File: src/rtl/nes_timing_pkg.sv
`default_nettype none

package nes_timing_pkg;

	// Master clock divider, NTSC ratio
	localparam int unsigned cpu_div_w = 5;                  // Wide enough to count to 12
	localparam logic [cpu_div_w-1:0] cpu_div_n = 5'd12;     // Master clocks per CPU cycle

	// Sprite DMA state
	// Bit 0 set means the CPU is held off
	// Bit 1 set means read/write pairs are running
	typedef enum logic [1:0] {
		spr_idle       = 2'd0,  // No transfer
		spr_wait_align = 2'd1,  // Stalled, waiting for a get cycle with CPU reading
		spr_run        = 2'd3   // Transfer in progress
	} spr_state_t;

endpackage

`default_nettype wire

File: src/rtl/nes_bus_pkg.sv
`default_nettype none

package nes_bus_pkg;

	localparam int unsigned addr_w = 16;    // CPU address bus
	localparam int unsigned data_w = 8;     // CPU data bus

	typedef logic [addr_w-1:0] addr_t;
	typedef logic [data_w-1:0] data_t;

	// Register window $4000-$401F, 32 registers
	localparam int unsigned io_off_w = 5;
	localparam logic [addr_w-io_off_w-1:0] io_base_hi = 11'b0100_0000_000;

	// Register offsets inside the window
	localparam logic [io_off_w-1:0] oam_dma_reg = 5'h14;   // Sprite DMA page
	localparam logic [io_off_w-1:0] joy1_reg    = 5'h16;   // Joypad 1, strobe on write
	localparam logic [io_off_w-1:0] joy2_reg    = 5'h17;   // Joypad 2

	// PPU OAM data port, target of every sprite DMA write
	localparam addr_t oam_data_addr = 16'h2004;

	// Joypad serial data lines
	localparam int unsigned joy_data_w = 5;

	// Sprite DMA source address split into page and offset
	typedef struct packed {
		data_t page;    // Written by the CPU to $4014
		data_t offset;  // Counts 00..FF
	} spr_page_off_t;

	// Same 16 bits, seen either as a bus address or as page/offset
	typedef union packed {
		addr_t         full;
		spr_page_off_t po;
	} spr_addr_u;

endpackage

`default_nettype wire

File: src/rtl/dma_bus_if.sv
`timescale 1ns/1ps
`default_nettype none

// DMA engine as bus master toward the arbiter
interface dma_bus_if;

	nes_bus_pkg::addr_t addr;     // Address the DMA wants to access
	logic               enable;   // DMA owns the bus
	logic               read;     // 1 = read, 0 = write
	nes_bus_pkg::data_t wdata;    // Write data from the DMA latch
	nes_bus_pkg::data_t rdata;    // Internal data bus this clock

	// No handshake, the arbiter follows enable in the same clock
	modport master (
		output addr, enable, read, wdata,
		input  rdata
	);

	modport arbiter (
		input  addr, enable, read, wdata,
		output rdata
	);

endinterface

`default_nettype wire

File: src/rtl/cycle_divider.sv
`timescale 1ns/1ps
`default_nettype none

module cycle_divider (
	input  logic clk,
	input  logic reset,
	output logic cpu_ce,     // One master clock per CPU cycle
	output logic put_cycle,  // 1 = odd (put), 0 = even (get)
	output logic get_ce,
	output logic put_ce
);

	typedef logic [nes_timing_pkg::cpu_div_w-1:0] div_cnt_t;

	div_cnt_t div_cnt;       // Runs 1..12
	logic     odd_or_even;

	// CE on the last master clock of the CPU cycle
	assign cpu_ce = (div_cnt == nes_timing_pkg::cpu_div_n);

	always_ff @(posedge clk) begin
		if (reset) begin
			div_cnt <= div_cnt_t'(1);
		end else if (cpu_ce) begin
			div_cnt <= div_cnt_t'(1);   // Wrap, start next CPU cycle
		end else begin
			div_cnt <= div_cnt + div_cnt_t'(1);
		end
	end

	// First CPU cycle after reset is odd
	always_ff @(posedge clk) begin
		if (reset)
			odd_or_even <= 1'b1;
		else if (cpu_ce)
			odd_or_even <= ~odd_or_even;
	end

	assign put_cycle = odd_or_even;

	// Split the CE by cycle parity
	assign get_ce = cpu_ce & ~odd_or_even;  // Even, DMA reads here
	assign put_ce = cpu_ce & odd_or_even;   // Odd, DMA writes here

endmodule

`default_nettype wire

File: src/rtl/cpu_io_decode.sv
`timescale 1ns/1ps
`default_nettype none

module cpu_io_decode (
	input  logic                                     clk,
	input  logic                                     reset,
	input  logic                                     cpu_ce,
	input  logic                                     put_ce,
	input  nes_bus_pkg::addr_t                       cpu_addr,
	input  logic                                     cpu_rnw,
	input  nes_bus_pkg::data_t                       cpu_dout,
	output logic                                     sprite_trigger,  // Write to $4014
	output logic                                     joy1_sel,
	output logic                                     joy2_sel,
	output logic [2:0]                               joypad_out,
	output logic [1:0]                               joypad_clock
);

	localparam int unsigned off_w = nes_bus_pkg::io_off_w;

	logic             io_cs;     // Inside $4000-$401F
	logic [off_w-1:0] io_off;
	logic             joy_wr;    // CPU write to $4016 this clock
	logic [2:0]       joy_latch; // Strobe value written by the CPU
	logic [2:0]       joy_out_q;

	assign io_cs  = (cpu_addr[nes_bus_pkg::addr_w-1:off_w] == nes_bus_pkg::io_base_hi);
	assign io_off = cpu_addr[off_w-1:0];

	assign joy1_sel = io_cs && (io_off == nes_bus_pkg::joy1_reg);
	assign joy2_sel = io_cs && (io_off == nes_bus_pkg::joy2_reg);

	// Page register write, only real on the CE clock
	assign sprite_trigger = io_cs && (io_off == nes_bus_pkg::oam_dma_reg) && !cpu_rnw && cpu_ce;

	// Reads shift the pads, one pulse per CPU read
	assign joypad_clock = {joy2_sel && cpu_rnw && cpu_ce, joy1_sel && cpu_rnw && cpu_ce};

	assign joy_wr = joy1_sel && !cpu_rnw && cpu_ce;

	// Strobe lines follow the latch on put cycles only
	always_ff @(posedge clk) begin
		if (reset) begin
			joy_latch <= 3'b000;
			joy_out_q <= 3'b000;
		end else begin
			if (put_ce)
				joy_out_q <= joy_latch;
			if (joy_wr) begin
				joy_latch <= cpu_dout[2:0];
				if (put_ce)
					joy_out_q <= cpu_dout[2:0];   // Write on a put cycle goes straight out
			end
		end
	end

	assign joypad_out = joy_out_q;

endmodule

`default_nettype wire

File: src/rtl/oam_dmc_dma.sv
`timescale 1ns/1ps
`default_nettype none

// Sprite DMA reads on get cycles and writes $2004 on put cycles
// DMC takes a get cycle, the sprite read at that offset moves to the next get
module oam_dmc_dma (
	input  logic               clk,
	input  logic               reset,
	input  logic               cpu_ce,
	input  logic               put_cycle,
	input  logic               get_ce,
	input  logic               put_ce,
	input  logic               sprite_trigger,
	input  logic               cpu_rnw,        // CPU in a read cycle
	input  nes_bus_pkg::data_t cpu_dout,       // Page number on trigger
	input  logic               dmc_request,
	input  nes_bus_pkg::addr_t dmc_addr,
	output logic               dmc_ack,
	output logic               pause_cpu,
	dma_bus_if.master          dma
);

	logic                       dmc_pend;   // DMC slot granted, ack on next get
	nes_timing_pkg::spr_state_t spr_state;
	nes_bus_pkg::spr_addr_u     spr_addr;
	nes_bus_pkg::data_t         spr_data;   // Byte read, waiting for $2004
	logic                       spr_full;   // spr_data holds an unwritten byte
	logic                       dmc_sel;    // DMC owns this get cycle
	logic                       spr_go;     // Sprite may read on a get cycle
	logic                       spr_rd;     // Sprite read this cycle

	// DMC read needs the request still up, it may drop early
	assign dmc_sel = dmc_pend && !put_cycle && dmc_request;

	// Waiting state joins as soon as the CPU sits in a read cycle
	assign spr_go = spr_state[1] ||
		(spr_state == nes_timing_pkg::spr_wait_align && cpu_rnw);
	assign spr_rd = spr_go && !put_cycle && !dmc_sel;

	always_ff @(posedge clk) begin
		if (reset) begin
			dmc_pend  <= 1'b0;
			spr_state <= nes_timing_pkg::spr_idle;
			spr_full  <= 1'b0;
		end else if (cpu_ce) begin
			// DMC arbitration happens on put cycles
			if (!dmc_pend && dmc_request && cpu_rnw && put_ce)
				dmc_pend <= 1'b1;
			else if (dmc_pend && put_ce)
				dmc_pend <= 1'b0;   // Slot used or request withdrawn

			if (sprite_trigger) begin
				spr_state <= nes_timing_pkg::spr_wait_align;
			end else if (spr_rd && get_ce) begin
				if (&spr_addr.po.offset)
					spr_state <= nes_timing_pkg::spr_idle;   // Last read, write still due
				else
					spr_state <= nes_timing_pkg::spr_run;
			end

			// Byte pending from the get cycle is written on the put cycle
			if (spr_rd && get_ce)
				spr_full <= 1'b1;
			else if (put_ce)
				spr_full <= 1'b0;
		end
	end

	// Source address, page from the CPU and offset counted per read
	always_ff @(posedge clk) begin
		if (sprite_trigger) begin
			spr_addr.po.page   <= cpu_dout;
			spr_addr.po.offset <= '0;
		end else if (spr_rd && get_ce) begin
			spr_addr.po.offset <= spr_addr.po.offset + 1'b1;
		end
	end

	// Follow the bus for the whole read cycle, last value at CE sticks
	always_ff @(posedge clk) begin
		if (spr_rd)
			spr_data <= dma.rdata;
	end

	assign pause_cpu = spr_state[0] || spr_full || dmc_request || dmc_pend;

	assign dmc_ack = dmc_sel && cpu_ce;   // Single clock, on the get CE

	assign dma.enable = dmc_sel || spr_rd || (spr_full && put_cycle);
	assign dma.read   = !put_cycle;
	assign dma.wdata  = spr_data;
	assign dma.addr   = dmc_sel    ? dmc_addr :
		!put_cycle ? spr_addr.full :
		nes_bus_pkg::oam_data_addr;

endmodule

`default_nettype wire

File: src/rtl/bus_arbiter.sv
`timescale 1ns/1ps
`default_nettype none

module bus_arbiter (
	input  logic                                  clk,
	input  logic                                  reset,
	input  logic                                  cpu_ce,
	input  nes_bus_pkg::addr_t                    cpu_addr,
	input  logic                                  cpu_rnw,
	input  nes_bus_pkg::data_t                    cpu_dout,
	input  logic                                  joy1_sel,
	input  logic                                  joy2_sel,
	input  logic [nes_bus_pkg::joy_data_w-1:0]    joypad1_data,
	input  logic [nes_bus_pkg::joy_data_w-1:0]    joypad2_data,
	input  nes_bus_pkg::data_t                    mem_din,
	output nes_bus_pkg::addr_t                    mem_addr,
	output logic                                  mem_read,
	output logic                                  mem_write,
	output nes_bus_pkg::data_t                    mem_dout,
	output nes_bus_pkg::data_t                    cpu_din,
	dma_bus_if.arbiter                            dma
);

	localparam int unsigned data_w = nes_bus_pkg::data_w;
	localparam int unsigned joy_w  = nes_bus_pkg::joy_data_w;
	localparam int unsigned off_w  = nes_bus_pkg::io_off_w;

	nes_bus_pkg::addr_t bus_addr;
	nes_bus_pkg::data_t bus_wdata;
	nes_bus_pkg::data_t rd_data;    // Internal data bus
	nes_bus_pkg::data_t open_bus;   // Last value seen on the bus
	logic               bus_rd;
	logic               io_cs;

	// DMA wins whenever it asks
	assign bus_addr  = dma.enable ? dma.addr  : cpu_addr;
	assign bus_rd    = dma.enable ? dma.read  : cpu_rnw;
	assign bus_wdata = dma.enable ? dma.wdata : cpu_dout;

	// Internal registers never reach the external memory
	assign io_cs = (bus_addr[nes_bus_pkg::addr_w-1:off_w] == nes_bus_pkg::io_base_hi);

	assign mem_addr  = bus_addr;
	assign mem_dout  = bus_wdata;
	assign mem_read  = cpu_ce && bus_rd && !io_cs;
	assign mem_write = cpu_ce && !bus_rd && !io_cs;

	// Pads only drive the low bits, the rest floats at open bus
	always_comb begin
		if (joy1_sel && !dma.enable)
			rd_data = {open_bus[data_w-1:joy_w], joypad1_data};
		else if (joy2_sel && !dma.enable)
			rd_data = {open_bus[data_w-1:joy_w], joypad2_data};
		else if (!io_cs)
			rd_data = mem_din;      // Memory read
		else
			rd_data = open_bus;     // Unused register
	end

	// Bus capacitance, holds whoever drove it last
	always_ff @(posedge clk) begin
		if (reset)
			open_bus <= '0;
		else if (!cpu_ce)
			open_bus <= bus_rd ? rd_data : bus_wdata;
	end

	assign cpu_din   = rd_data;
	assign dma.rdata = rd_data;

endmodule

`default_nettype wire

File: src/rtl/nes_dma_top.sv
`timescale 1ns/1ps
`default_nettype none

// CPU side of the 2A03 without the core, APU and PPU
module nes_dma_top (
	input  logic                                clk,
	input  logic                                reset,

	// External 6502 core
	input  nes_bus_pkg::addr_t                  cpu_addr,
	input  logic                                cpu_rnw,
	input  nes_bus_pkg::data_t                  cpu_dout,
	output nes_bus_pkg::data_t                  cpu_din,
	output logic                                cpu_ce,
	output logic                                pause_cpu,

	// DMC sample fetch
	input  logic                                dmc_request,
	input  nes_bus_pkg::addr_t                  dmc_addr,
	output logic                                dmc_ack,
	output nes_bus_pkg::data_t                  dmc_data,

	// Memory bus
	output nes_bus_pkg::addr_t                  mem_addr,
	output logic                                mem_read,
	output logic                                mem_write,
	output nes_bus_pkg::data_t                  mem_dout,
	input  nes_bus_pkg::data_t                  mem_din,

	// Joypads
	input  logic [nes_bus_pkg::joy_data_w-1:0]  joypad1_data,
	input  logic [nes_bus_pkg::joy_data_w-1:0]  joypad2_data,
	output logic [2:0]                          joypad_out,
	output logic [1:0]                          joypad_clock
);

	logic put_cycle;
	logic get_ce;
	logic put_ce;
	logic sprite_trigger;
	logic joy1_sel;
	logic joy2_sel;

	dma_bus_if dma_bus ();

	cycle_divider cycle_divider_i (
		.clk       (clk),
		.reset     (reset),
		.cpu_ce    (cpu_ce),
		.put_cycle (put_cycle),
		.get_ce    (get_ce),
		.put_ce    (put_ce)
	);

	cpu_io_decode cpu_io_decode_i (
		.clk            (clk),
		.reset          (reset),
		.cpu_ce         (cpu_ce),
		.put_ce         (put_ce),
		.cpu_addr       (cpu_addr),
		.cpu_rnw        (cpu_rnw),
		.cpu_dout       (cpu_dout),
		.sprite_trigger (sprite_trigger),
		.joy1_sel       (joy1_sel),
		.joy2_sel       (joy2_sel),
		.joypad_out     (joypad_out),
		.joypad_clock   (joypad_clock)
	);

	oam_dmc_dma oam_dmc_dma_i (
		.clk            (clk),
		.reset          (reset),
		.cpu_ce         (cpu_ce),
		.put_cycle      (put_cycle),
		.get_ce         (get_ce),
		.put_ce         (put_ce),
		.sprite_trigger (sprite_trigger),
		.cpu_rnw        (cpu_rnw),
		.cpu_dout       (cpu_dout),
		.dmc_request    (dmc_request),
		.dmc_addr       (dmc_addr),
		.dmc_ack        (dmc_ack),
		.pause_cpu      (pause_cpu),
		.dma            (dma_bus.master)
	);

	bus_arbiter bus_arbiter_i (
		.clk          (clk),
		.reset        (reset),
		.cpu_ce       (cpu_ce),
		.cpu_addr     (cpu_addr),
		.cpu_rnw      (cpu_rnw),
		.cpu_dout     (cpu_dout),
		.joy1_sel     (joy1_sel),
		.joy2_sel     (joy2_sel),
		.joypad1_data (joypad1_data),
		.joypad2_data (joypad2_data),
		.mem_din      (mem_din),
		.mem_addr     (mem_addr),
		.mem_read     (mem_read),
		.mem_write    (mem_write),
		.mem_dout     (mem_dout),
		.cpu_din      (cpu_din),
		.dma          (dma_bus.arbiter)
	);

	// Sample byte comes off the internal bus on the ack clock
	assign dmc_data = dma_bus.rdata;

endmodule

`default_nettype wire

File: config.mk
export PLATFORM = sky130hd
export DESIGN_NAME = nes_dma_top
export DESIGN_NICKNAME = d
export VERILOG_FILES = /design/src/rtl/nes_timing_pkg.sv /design/src/rtl/nes_bus_pkg.sv /design/src/rtl/dma_bus_if.sv /design/src/rtl/cycle_divider.sv /design/src/rtl/cpu_io_decode.sv /design/src/rtl/oam_dmc_dma.sv /design/src/rtl/bus_arbiter.sv /design/src/rtl/nes_dma_top.sv
export SDC_FILE = /design/constraint.sdc
export NUM_CORES = 1
export LEC_CHECK = 0
export BUFFER_PORTS_ARGS = -buffer_cell sky130_fd_sc_hd__buf_2
export CORE_AREA = 3 3 89 91
export DETAILED_ROUTE_END_ITERATION = 10
export DIE_AREA = 0 0 92 94
export HOLD_SLACK_MARGIN = 0.15
export PLACE_DENSITY_LB_ADDON = 0.12
export REMOVE_ABC_BUFFERS = 1
export SYNTH_ARGS = -nofsm -noshare
export SYNTH_HDL_FRONTEND = slang
export SYNTH_SLANG_ARGS = --single-unit
File: constraint.sdc
create_clock -name clk -period 3.1 [get_ports clk]
set_clock_uncertainty 0.15 [all_clocks]
set_input_delay 0.31 -clock clk [delete_from_list [all_inputs] [get_ports clk]]
set_output_delay 0.31 -clock clk [all_outputs]
set_load 0.01 [all_outputs]
==> load_flow_metrics.sql, run 1 <==
INSERT INTO impl_metrics (metric_group, metric, value, unit) VALUES
('run_status', 'status', 'finished, final reports clean', ''),
('place', 'dpl.cell_count', '512', ''),
('place', 'dp_hpwl', '6660', 'um'),
('sta', 'count_of_final_max_slew_check_failures', '0', ''),
('power', 'net_switching_share_of_the_total_power', '24.0', '%'),
('floorplanning', 'rows', '31', ''),
('synthesis', 'synth-xor-area-share', '2.43', '%'),
('cts', 'cts_htree_levels', '2', ''),
('place', 'port_buffers', '111', ''),
('power', 'clockPowerShare', '34.2', '%'),
('cts', 'cell_chosen_for_the_clock_root', 'sky130_fd_sc_hd__clkbuf_8', ''),
('floorplanning', 'dieHeight', '94', 'um'),
('floorplanning', 'die-area', '0.00865', 'sq mm'),
('grt', 'first_global_vias', '2619', ''),
('cts', 'worst_skew_pair.late_latency', '0.30', 'ns'),
('worst_setup_path', 'data_arrival_critical_path', '2.43', 'ns'),
('grt', 'globalRoute.busiestLayer', 'met2', ''),
('synthesis', 'synth.avg_cell_area', '9.16', 'sq um'),
('sta', 'hold_ws', '0.204', 'ns'),
('synthesis', 'ys_seq_area_share', '38.9', '%'),
('synthesis', 'synth-warning-count', '0', ''),
('worst_setup_path', 'timing.critical_path.slowest_stage_cell', 'sky130_fd_sc_hd__a221oi_1', ''),
('grt', 'use_met1', '26.8', '%'),
('drt', 'final_antenna_net_count', '0', ''),
('power', 'intPower', '0.000997', 'W'),
('cts', 'clk_pin_slew', '0.08', 'ns'),
('synthesis', 'post_synth_num_cell_types', '56', ''),
('sta', 'worst-slew-pin-transition', '0.586', 'ns'),
('min_path', 'min-delay-path-class', 'input port to flip-flop', ''),
('grt', 'use_met2', '31.2', '%'),
('drt', 'route.detailed.vias_per_inst', '5.30', ''),
('synthesis', 'combinational_family_with_the_most_area_after_synthesis', 'simple AND/OR/NAND/NOR gates', ''),
('worst_setup_path', 'element_type_at_the_critical_path_start', 'flip-flop', ''),
('sta', 'achievable-frequency', '346', 'MHz'),
('final_layout', 'flow.area_growth_from_synthesis', '32.3', '%'),
('power', 'total_power', '0.00131', 'W'),
('synthesis', 'leading_register_cell_type_out_of_synthesis', 'sky130_fd_sc_hd__dfxtp_1', ''),
('drt', 'num_vias', '2853', ''),
('power', 'vdd_drop_max', '0.000186', 'V'),
('drt', 'wl', '8680', 'um'),
('final_layout', 'antenna_diode_count', '0', ''),
('grt', 'use_met3', '4.57', '%'),
('grt', 'grt_overflow_total', '0', ''),
('power', 'pwr-share-seq', '50.9', '%'),
('floorplanning', 'core_region_area', '0.00721', 'sq mm'),
('drt', 'drt_pre_antenna_iters', '5', ''),
('worst_setup_path', 'critPathBufInv', '2', ''),
('sta', 'setup_viol', '0', ''),
('synthesis', 'yosys_register_bits', '48', ''),
('grt', 'grt_start_max_net_pins', '19', ''),
('cts', 'tritoncts.num_buffers', '5', ''),
('synthesis', 'synthAdderAreaFrac', '1.30', '%'),
('final_layout', 'post-route-cell-area', '0.00381', 'sq mm'),
('worst_setup_path', 'endpoint_required_time_on_the_critical_path', '2.64', 'ns'),
('synthesis', 'synth_cells', '315', ''),
('sta', 'finalWorstPathRequiredPeriod', '2.89', 'ns'),
('final_layout', 'final_layout_size_suffix_gt1_share', '36.4', '%'),
('sta', 'final.period_utilization', '93.3', '%'),
('final_layout', 'layout_commonest_cell', 'sky130_fd_sc_hd__buf_2', ''),
('final_layout', 'finish.net_count', '503', ''),
('power', 'power_density', '344', 'mW/mm^2'),
('power', 'switchingPower', '0.000316', 'W'),
('sta', 'slew_margin_rel', '60.6', '%'),
('place', 'place_congestion', '0.871', ''),
('drt', 'drtIter0Drc', '146', ''),
('cts', 'cts_tree', 'yes', ''),
('synthesis', 'synth_enable_flop_cells', '16', ''),
('final_layout', 'finish.cell_count_without_fillers', '538', ''),
('synthesis', 'mappedNetlistArea', '0.00288', 'sq mm'),
('drt', 'drt_drc_violations_left', '0', ''),
('synthesis', 'synth-simple-area-share', '20.3', '%');
[per-stage QoR]
step                      setup TNS (ns)  util [%]
after floorplan                    -3.79         -
after global placement                 0      48.6
after detailed placement               0      48.6
after CTS                              0      52.8
after global routing                   0      52.9
final                                  0      52.9
[Yosys cell counts (2+ instances only)]
cell type,number,area (sq um)
sky130_fd_sc_hd__nand3_1,5,25.0
sky130_fd_sc_hd__o31ai_1,6,45.0
sky130_fd_sc_hd__inv_1,6,22.5
sky130_fd_sc_hd__nand2_1,38,143
sky130_fd_sc_hd__a221o_2,5,56.3
sky130_fd_sc_hd__and2_1,2,12.5
sky130_fd_sc_hd__o2bb2ai_1,2,17.5
sky130_fd_sc_hd__a31oi_1,2,12.5
sky130_fd_sc_hd__buf_2,7,35.0
sky130_fd_sc_hd__a21oi_1,20,100
sky130_fd_sc_hd__buf_4,10,75.1
sky130_fd_sc_hd__nor3_1,5,25.0
sky130_fd_sc_hd__a21o_1,2,15.0
sky130_fd_sc_hd__and3_1,4,25.0
sky130_fd_sc_hd__o21ai_0,19,95.1
sky130_fd_sc_hd__a211oi_1,4,30.0
sky130_fd_sc_hd__mux2i_1,28,280
sky130_fd_sc_hd__nand4_1,3,18.8
sky130_fd_sc_hd__nand2b_1,2,12.5
sky130_fd_sc_hd__xor2_1,6,52.6
sky130_fd_sc_hd__nor4_1,4,25.0
sky130_fd_sc_hd__clkbuf_1,2,7.51
sky130_fd_sc_hd__or3_1,9,56.3
sky130_fd_sc_hd__nor2_1,27,101
sky130_fd_sc_hd__xnor2_1,2,17.5
sky130_fd_sc_hd__o22ai_1,4,25.0
sky130_fd_sc_hd__edfxtp_1,16,480
sky130_fd_sc_hd__buf_1,4,15.0
sky130_fd_sc_hd__ha_1,3,37.5
sky130_fd_sc_hd__or4_4,2,22.5
sky130_fd_sc_hd__dfxtp_1,32,641
sky130_fd_sc_hd__mux2_2,10,113
[registers in the layout (all words and copies together) (netlist names)]
register	flops
bus_arbiter_i.open_bus	8
oam_dmc_dma_i.dma.wdata	8
oam_dmc_dma_i.spr_state	2
cpu_io_decode_i.joy_latch	3
oam_dmc_dma_i.dmc_pend	1
cycle_divider_i.put_cycle	1
oam_dmc_dma_i.spr_full	1
oam_dmc_dma_i.spr_addr	16
cycle_divider_i.div_cnt	5
cpu_io_decode_i.joypad_out	3
[cells by family (layout without fill, tap and decap cells)]
logic type | Yosys count | in the layout
compound gates | 74 | 74
xor+xnor | 8 | 8
simple gates | 113 | 113
fa+ha+maj | 3 | 3
buf+inv | 31 | 155
flops | 48 | 48
mux | 38 | 38
[repair_timing]
action	CTS	global route
setup endpoints to repair	18	17
hold endpoints to repair	16	0
gates resized for setup	1	5
hold buffers	16	0
gates cloned	0	0
pin swaps	1	0
setup buffers	2	0
[power by group through the flow]
| stage | Combinational [W] | Sequential (W) | Clock [W] |
|---|---|---|---|
| after floorplan | 0.0000804 | 0.000682 | 0 |
| after global placement | 0.000178 | 0.000683 | 0 |
| after detailed placement | 0.000180 | 0.000683 | 0 |
| after CTS | 0.000196 | 0.000669 | 0.000462 |
| after global routing | 0.000215 | 0.000671 | 0.000489 |
| final | 0.000195 | 0.000669 | 0.000449 |
[area by class of cell]
cell class,count,area (sq um)
fill,714,3400
multi-input combinational,236,1610
sequential,48,1120
timing repair buffer,140,826
tap,99,124
clock buffer,7,76.3
clock inverter,1,30.0
inverter,7,26.3
[worst paths after layout]
path	from	to	slack, ns	cells after the start
max	oam_dmc_dma_i.dmc_pend	cpu_din[5]	0.21	7
max reg2reg	cycle_divider_i.div_cnt[0]	bus_arbiter_i.open_bus[4]	0.57	9
min	reset	cpu_io_decode_i.joy_latch[2]	0.20	2
min reg2reg	cycle_divider_i.div_cnt[0]	cycle_divider_i.div_cnt[0]	0.28	1
[metal layers]
layer | routed length (um) | vias up
li1 | - | 1396
met5 | 0 | -
met3 | 699 | 16
met1 | 3900 | 1315
met2 | 3930 | 126
met4 | 157 | 0
(Power assumes the default switching activity.)
==> run 2, diff against run 1 <==
CORE_AREA = 3 3 80 101   (was 3 3 89 91)
DIE_AREA = 0 0 83 104   (was 0 0 92 94)
SLEW_MARGIN = 20   (was unset)
==> run 2 against run 1 <==
Final area down 0.20%. Combinational power is essentially flat. Non-clock buffer count did not move. Setup slack better by 0.0069 ns. Highest routed layer unchanged. Critical path type unchanged. Sequential power is essentially flat. Sequential cell count unchanged. Final cell count down 1.3%.
==> load_flow_metrics.sql, run 2 (synthesis results as in run 1) <==
INSERT INTO impl_metrics (metric_group, metric, value, unit) VALUES
('sta', 'slew_margin_rel', '63.0', '%'),
('grt', 'grt_start_max_net_pins', '19', ''),
('run_status', 'status', 'finished, final reports clean', ''),
('job', 'cap_viol_max_count', '0', ''),
('final_layout', 'finish.cell_count_without_fillers', '531', ''),
('drt', 'drt-wirelength-per-cell', '16.0', 'um'),
('final_layout', 'final.fill_count', '715', ''),
('worst_setup_path', 'reg2reg_slack', '0.52', 'ns'),
('drt', 'final_antenna_net_count', '0', ''),
('sta', 'hold_violations', '0', ''),
('worst_setup_path', 'setup.worst_path.class', 'flip-flop to output pin', ''),
('worst_setup_path', 'critical-path-top-cell-by-count', 'sky130_fd_sc_hd__mux2_2', ''),
('sta', 'worst-slew-pin-transition', '0.550', 'ns'),
('drt', 'num_vias', '2805', ''),
('cts', 'cts_htree_levels', '2', ''),
('power', 'vdd_drop_max', '0.000211', 'V'),
('cts', 'worst_skew_pair.late_latency', '0.31', 'ns'),
('worst_setup_path', 'timing.critical_path.slowest_stage_cell', 'sky130_fd_sc_hd__dfxtp_2', ''),
('grt', 'grt_pass1_wl', '13700', 'um'),
('worst_setup_path', 'cp_num_cells', '7', ''),
('final_layout', 'register_with_the_highest_flop_count', 'oam_dmc_dma_i.spr_addr', ''),
('worst_setup_path', 'element_type_at_the_critical_path_start', 'flip-flop', ''),
('place', 'port_buffers', '111', ''),
('sta', 'final.period_utilization', '93.1', '%'),
('grt', 'first_global_vias', '2694', ''),
('drt', 'drtIter0Drc', '99', ''),
('cts', 'clk_pin_slew', '0.10', 'ns'),
('grt', 'grt_overflow_total', '0', ''),
('worst_setup_path', 'critical_path.endpoint', 'dmc_data[7]', ''),
('power', 'p_leak', '1.73', 'nW'),
('drt', 'wl', '8480', 'um'),
('final_layout', 'antenna_diode_count', '0', ''),
('worst_setup_path', 'data_arrival_critical_path', '2.43', 'ns'),
('floorplanning', 'dieHeight', '104', 'um'),
('grt', 'tot_gr_track_use', '19.4', '%'),
('cts', 'cts_max_path_buffers', '2', ''),
('worst_setup_path', 'critical_path.top_delay_family', 'multiplexers', ''),
('worst_setup_path', 'critPathMaxStageDelay', '0.43', 'ns'),
('final_layout', 'finished_core_util', '52.4', '%'),
('floorplanning', 'num_io_pins', '112', ''),
('power', 'share_of_power_burned_in_combinational_logic', '14.6', '%'),
('power', 'switchingPower', '0.000332', 'W'),
('final_layout', 'multi_input_area', '0.00161', 'sq mm'),
('sta', 'count_of_final_max_slew_check_failures', '0', ''),
('place', 'dp_hpwl', '6600', 'um'),
('worst_setup_path', 'rr_endpoint', 'bus_arbiter_i.open_bus[2]', ''),
('final_layout', 'layout_common_cells', 'sky130_fd_sc_hd__buf_2, sky130_fd_sc_hd__nand2_1, sky130_fd_sc_hd__dfxtp_1', ''),
('power', 'clockPowerShare', '35.0', '%'),
('drt', 'route.detailed.vias_per_inst', '5.28', ''),
('floorplanning', 'die-area', '0.00863', 'sq mm'),
('floorplanning', 'core_region_area', '0.00727', 'sq mm'),
('power', 'net_switching_share_of_the_total_power', '25.0', '%'),
('worst_setup_path', 'timing.critical_path.from', 'oam_dmc_dma_i.dmc_pend', ''),
('min_path', 'min_from', 'mem_din[6]', ''),
('min_path', 'min-delay-path-class', 'input port to flip-flop', ''),
('place', 'place_congestion', '0.941', ''),
('worst_setup_path', 'crit_path_max_fanout', '17', ''),
('sta', 'finalWorstPathRequiredPeriod', '2.89', 'ns'),
('worst_setup_path', 'critPathBufInv', '2', ''),
('final_layout', 'final_layout_size_suffix_gt1_share', '37.1', '%'),
('worst_setup_path', 'r2r_cells', '8', ''),
('final_layout', 'layout_commonest_cell', 'sky130_fd_sc_hd__buf_2', ''),
('cts', 'cts_tree', 'yes', ''),
('floorplanning', 'die-width', '83', 'um'),
('power', 'power_density', '348', 'mW/mm^2'),
('floorplanning', 'initial_core_utilization', '39.7', '%'),
('final_layout', 'flow.area_growth_from_synthesis', '32.0', '%'),
('drt', 'drt_pre_antenna_iters', '4', ''),
('final_layout', 'seqCellArea', '0.00112', 'sq mm'),
('place', 'dpl.cell_count', '506', ''),
('final_layout', 'largest_register_ffs', '16', ''),
('power', 'intPower', '0.000994', 'W'),
('cts', 'tritoncts.num_buffers', '5', ''),
('power', 'pwr-share-seq', '50.4', '%'),
('worst_setup_path', 'worstPathCellList', 'and2_2 > mux2_2 > a41o_1 > o2111ai_4 > buf_12 > mux2_2 > buf_2', ''),
('drt', 'drt_drc_violations_left', '0', ''),
('sta', 'achievable-frequency', '347', 'MHz'),
('grt', 'antenna_found_initial', '0', ''),
('final_layout', 'finish.net_count', '503', ''),
('floorplanning', 'rows', '35', ''),
('cts', 'clkSinkCount', '48', ''),
('sta', 'grt_setup_unrepaired', 'no', ''),
('worst_setup_path', 'endpoint_kind', 'output pin', ''),
('worst_setup_path', 'endpoint_required_time_on_the_critical_path', '2.64', 'ns'),
('sta', 'setup_viol', '0', ''),
('worst_setup_path', 'worstReg2RegStart', 'oam_dmc_dma_i.dmc_pend', ''),
('cts', 'cell_chosen_for_the_clock_root', 'sky130_fd_sc_hd__clkbuf_8', '');
-- run 2: cell types whose count changed in the layout (fill, tap and decap cells not counted) --
| cell | delta |
|---|---|
| sky130_fd_sc_hd__a2111oi_0 | +1 |
| sky130_fd_sc_hd__clkinv_2 | +1 |
| sky130_fd_sc_hd__clkbuf_1 | -2 |
| sky130_fd_sc_hd__buf_4 | +1 |
| sky130_fd_sc_hd__clkinvlp_4 | +1 |
| sky130_fd_sc_hd__a2111oi_1 | -1 |
| sky130_fd_sc_hd__dlygate4sd3_1 | -1 |
-- run 2: worst min-delay path by stage --
stage,end,slack [ns],cells after the start
floorplan,oam_dmc_dma_i.spr_state[0],0.23,1
CTS,bus_arbiter_i.open_bus[6],0.15,3
global route,bus_arbiter_i.open_bus[6],0.20,3
finish,bus_arbiter_i.open_bus[6],0.16,3
global placement,cycle_divider_i.div_cnt[0],0.25,1
detailed placement,cycle_divider_i.div_cnt[0],0.26,1
-- run 2: worst min-delay path, cell delays in order --
cell and delay [ns]:
sky130_fd_sc_hd__buf_2 0.09, sky130_fd_sc_hd__a21oi_1 0.05, sky130_fd_sc_hd__o21ai_0 0.12
-- run 2: final cells by class --
| class | count | area share, % |
|---|---|---|
| Clock inverter | 3 | 1.12 |
| Clock buffer | 5 | 1.81 |
| Multi-Input combinational cell | 236 | 42.2 |
| Sequential cell | 48 | 29.5 |
| Inverter | 7 | 0.690 |
| Timing Repair Buffer | 140 | 21.6 |
| Tap cell | 92 | 3.02 |
-- run 2: stage by stage --
step                      hold slack [ns]  power, W  setup WS, ns  cell area, sq um  setup TNS [ns]
final                               0.157   0.00133         0.215              3810               0
after global routing                0.199   0.00139        0.0374              3810               0
after CTS                           0.152   0.00134        0.0559              3800               0
after detailed placement            0.257  0.000862         0.183              3510               0
after global placement              0.249  0.000861         0.275              3510               0
after floorplan                     0.229  0.000762        -0.292              2740           -3.79
-- run 2: repair_timing --
action | in CTS | in global routing
hold buffers | 15 | 0
setup buffers | 2 | 0
resized for setup | 1 | 4
endpoints found under the setup margin | 16 | 16
pin swaps | 1 | 0
endpoints found under the hold margin | 15 | 0
-- run 2: power by group through the flow --
stage / registers (W) / logic [W] / clock network [W]
final: 0.000669 / 0.000193 / 0.000464
after global routing: 0.000671 / 0.000214 / 0.000504
after CTS: 0.000669 / 0.000194 / 0.000473
after detailed placement: 0.000683 / 0.000178 / 0
after global placement: 0.000684 / 0.000177 / 0
after floorplan: 0.000682 / 0.0000804 / 0
-- run 2: per-layer routing --
metal  GRT usage [%]  vias up  part of all wire, %
met1            25.2     1291                   44
met5               0        -                    0
li1                -     1399                    -
met2            31.9      107                   47
met4            5.26        0                  1.4
met3            4.83        8                  7.1
==> run 3, diff against run 2 <==
SLEW_MARGIN = unset   (was 20)
clock period = 3.2 ns   (was 3.1 ns; I/O delays follow)
==> run 3 against run 2 <==
Die area unchanged. Combinational power is 4% lower. Non-clock buffer count decreased by 3. Core utilization down 0.48 points. Setup slack improved by 0.028 ns. Final cell count shrank 0.56%. Sequential share of layout area rose by 0.27 points. Largest cell class unchanged. Critical path type unchanged.
==> load_flow_metrics.sql, run 3 (synthesis results as in run 1) <==
INSERT INTO impl_metrics (metric_group, metric, value, unit) VALUES
('power', 'p_leak', '1.72', 'nW'),
('place', 'port_buffers', '111', ''),
('final_layout', 'multi_input_area', '0.00160', 'sq mm'),
('sta', 'count_of_final_max_slew_check_failures', '0', ''),
('job', 'cap_viol_max_count', '0', ''),
('final_layout', 'finish.net_count', '500', ''),
('cts', 'tritoncts.num_buffers', '5', ''),
('worst_setup_path', 'setup.worst_path.class', 'flip-flop to output pin', ''),
('worst_setup_path', 'critPathMaxStageDelay', '0.43', 'ns'),
('final_layout', 'finish.cell_count_without_fillers', '528', ''),
('grt', 'grt_start_max_net_pins', '22', ''),
('drt', 'drt-wirelength-per-cell', '16.4', 'um'),
('power', 'total_power', '0.00127', 'W'),
('place', 'dp_hpwl', '6650', 'um'),
('worst_setup_path', 'critical-path-top-cell-by-count', 'sky130_fd_sc_hd__mux2i_1', ''),
('place', 'place_congestion', '0.947', ''),
('final_layout', 'final.fill_count', '737', ''),
('worst_setup_path', 'crit_path_max_fanout', '16', ''),
('final_layout', 'seqCellArea', '0.00112', 'sq mm'),
('floorplanning', 'core_region_area', '0.00727', 'sq mm'),
('final_layout', 'post-route-cell-area', '0.00377', 'sq mm'),
('final_layout', 'register_with_the_highest_flop_count', 'oam_dmc_dma_i.spr_addr', ''),
('min_path', 'min-delay-path-class', 'input port to flip-flop', ''),
('drt', 'drt_drc_violations_left', '0', ''),
('drt', 'final_antenna_net_count', '0', ''),
('power', 'vdd_drop_max', '0.000232', 'V'),
('cts', 'clk_pin_slew', '0.09', 'ns'),
('cts', 'cts_htree_levels', '2', ''),
('final_layout', 'largest_register_ffs', '16', ''),
('drt', 'drt_pre_antenna_iters', '5', ''),
('floorplanning', 'dieHeight', '104', 'um'),
('sta', 'setup_slack', '0.243', 'ns'),
('floorplanning', 'initial_core_utilization', '39.7', '%'),
('floorplanning', 'die-width', '83', 'um'),
('final_layout', 'layout_commonest_cell', 'sky130_fd_sc_hd__buf_2', ''),
('place', 'dp_worst_setup_slack', '0.233', 'ns'),
('sta', 'finalWorstPathRequiredPeriod', '2.96', 'ns'),
('sta', 'setup_viol', '0', ''),
('cts', 'clkSinkCount', '48', ''),
('drt', 'wl', '8660', 'um'),
('sta', 'achievable-frequency', '338', 'MHz'),
('worst_setup_path', 'timing.critical_path.slowest_stage_cell', 'sky130_fd_sc_hd__dfxtp_2', ''),
('sta', 'hold_ws', '0.176', 'ns'),
('floorplanning', 'die-area', '0.00863', 'sq mm'),
('grt', 'grt_pass1_wl', '13900', 'um'),
('worst_setup_path', 'data_arrival_critical_path', '2.49', 'ns'),
('run_status', 'status', 'finished, final reports clean', ''),
('drt', 'drtIter0Drc', '134', ''),
('final_layout', 'final_layout_size_suffix_gt1_share', '36.2', '%'),
('floorplanning', 'num_io_pins', '112', ''),
('grt', 'first_global_vias', '2811', ''),
('place', 'dpl.cell_count', '504', ''),
('sta', 'hold_violations', '0', ''),
('sta', 'grt_setup_unrepaired', 'no', ''),
('grt', 'tot_gr_track_use', '19.9', '%'),
('place', 'detailed_place.area', '0.00349', 'sq mm'),
('final_layout', 'antenna_diode_count', '0', ''),
('sta', 'final.period_utilization', '92.4', '%'),
('cts', 'worst_skew_pair.late_latency', '0.30', 'ns'),
('floorplanning', 'rows', '35', ''),
('grt', 'antenna_found_initial', '0', ''),
('drt', 'num_vias', '2749', ''),
('cts', 'cts_tree', 'yes', ''),
('final_layout', 'flow.area_growth_from_synthesis', '30.8', '%'),
('worst_setup_path', 'worstPathCellList', 'nand2_2 > a211oi_1 > nor3b_1 > o2111ai_4 > buf_12 > mux2i_1 > mux2i_1 > buf_2', ''),
('sta', 'slew_margin_rel', '38.9', '%'),
('final_layout', 'layout_common_cells', 'sky130_fd_sc_hd__buf_2, sky130_fd_sc_hd__nand2_1, sky130_fd_sc_hd__dfxtp_1', ''),
('drt', 'route.detailed.vias_per_inst', '5.21', ''),
('sta', 'worst-slew-pin-transition', '0.913', 'ns'),
('worst_setup_path', 'element_type_at_the_critical_path_start', 'flip-flop', ''),
('power', 'power_density', '335', 'mW/mm^2'),
('worst_setup_path', 'endpoint_kind', 'output pin', ''),
('cts', 'cell_chosen_for_the_clock_root', 'sky130_fd_sc_hd__clkbuf_8', ''),
('grt', 'grt_overflow_total', '0', ''),
('worst_setup_path', 'endpoint_required_time_on_the_critical_path', '2.73', 'ns'),
('cts', 'cts_max_path_buffers', '2', '');
==> run 3: cell types whose count changed in the layout (fill, tap and decap cells not counted), sizes merged <==
cell	delta
buf	-2
clkbuf	+1
clkinvlp	-1
dlygate4sd3	-1
==> run 3: layer usage <==
metal,GRT usage (%),share of wire (%)
met3,5.15,6.7
met5,0,0
met2,34.5,49
met4,5.96,1.3
met1,24.0,43
==> run 3: area by class of cell <==
type / count / area share, %
clock buffer: 6 / 1.92
clock inverter: 2 / 0.929
inverter: 7 / 0.697
multi-input combinational: 236 / 42.5
sequential: 48 / 29.8
tap: 92 / 3.05
timing repair buffer: 137 / 21.2
==> run 3: critical path, delay by kind of cell, from the launching register on <==
family | cells | cell delay (ns)
compound gates | 2 | 0.49
flops | 1 | 0.43
mux | 2 | 0.37
buf+inv | 2 | 0.39
simple gates | 2 | 0.52
==> run 3: path summary, 6_finish.rpt <==
path	from	endpoint	slack, ns	cells after the start
max	oam_dmc_dma_i.dmc_pend	cpu_din[2]	0.24	8
min	mem_din[5]	bus_arbiter_i.open_bus[5]	0.18	3
max reg2reg	oam_dmc_dma_i.dmc_pend	bus_arbiter_i.open_bus[1]	0.68	7
min reg2reg	cycle_divider_i.div_cnt[0]	cycle_divider_i.div_cnt[0]	0.28	1
==> run 3: repair_timing <==
item                                   4_1_cts  5_1_grt
hold buffers                                14        0
pin swaps                                    1        0
buffers inserted                             2        0
endpoints found under the hold margin       14        0
setup endpoints to repair                   16       18
resized for setup                            0        3
==> run 3: power by group <==
part / total [W] / switching [W] / internal [W]
Clock: 0.000431 / 0.000198 / 0.000232
Combinational: 0.000186 / 0.0000961 / 0.0000903
Sequential: 0.000648 / 0.00000833 / 0.000640
==> run 3: through the flow <==
stage / TNS (ns) / util, %
detailed placement: 0 / 48.0
floorplan: -2.17 / -
finish: 0 / 51.9
global placement: 0 / 48.0
global route: 0 / 51.9
CTS: 0 / 51.8
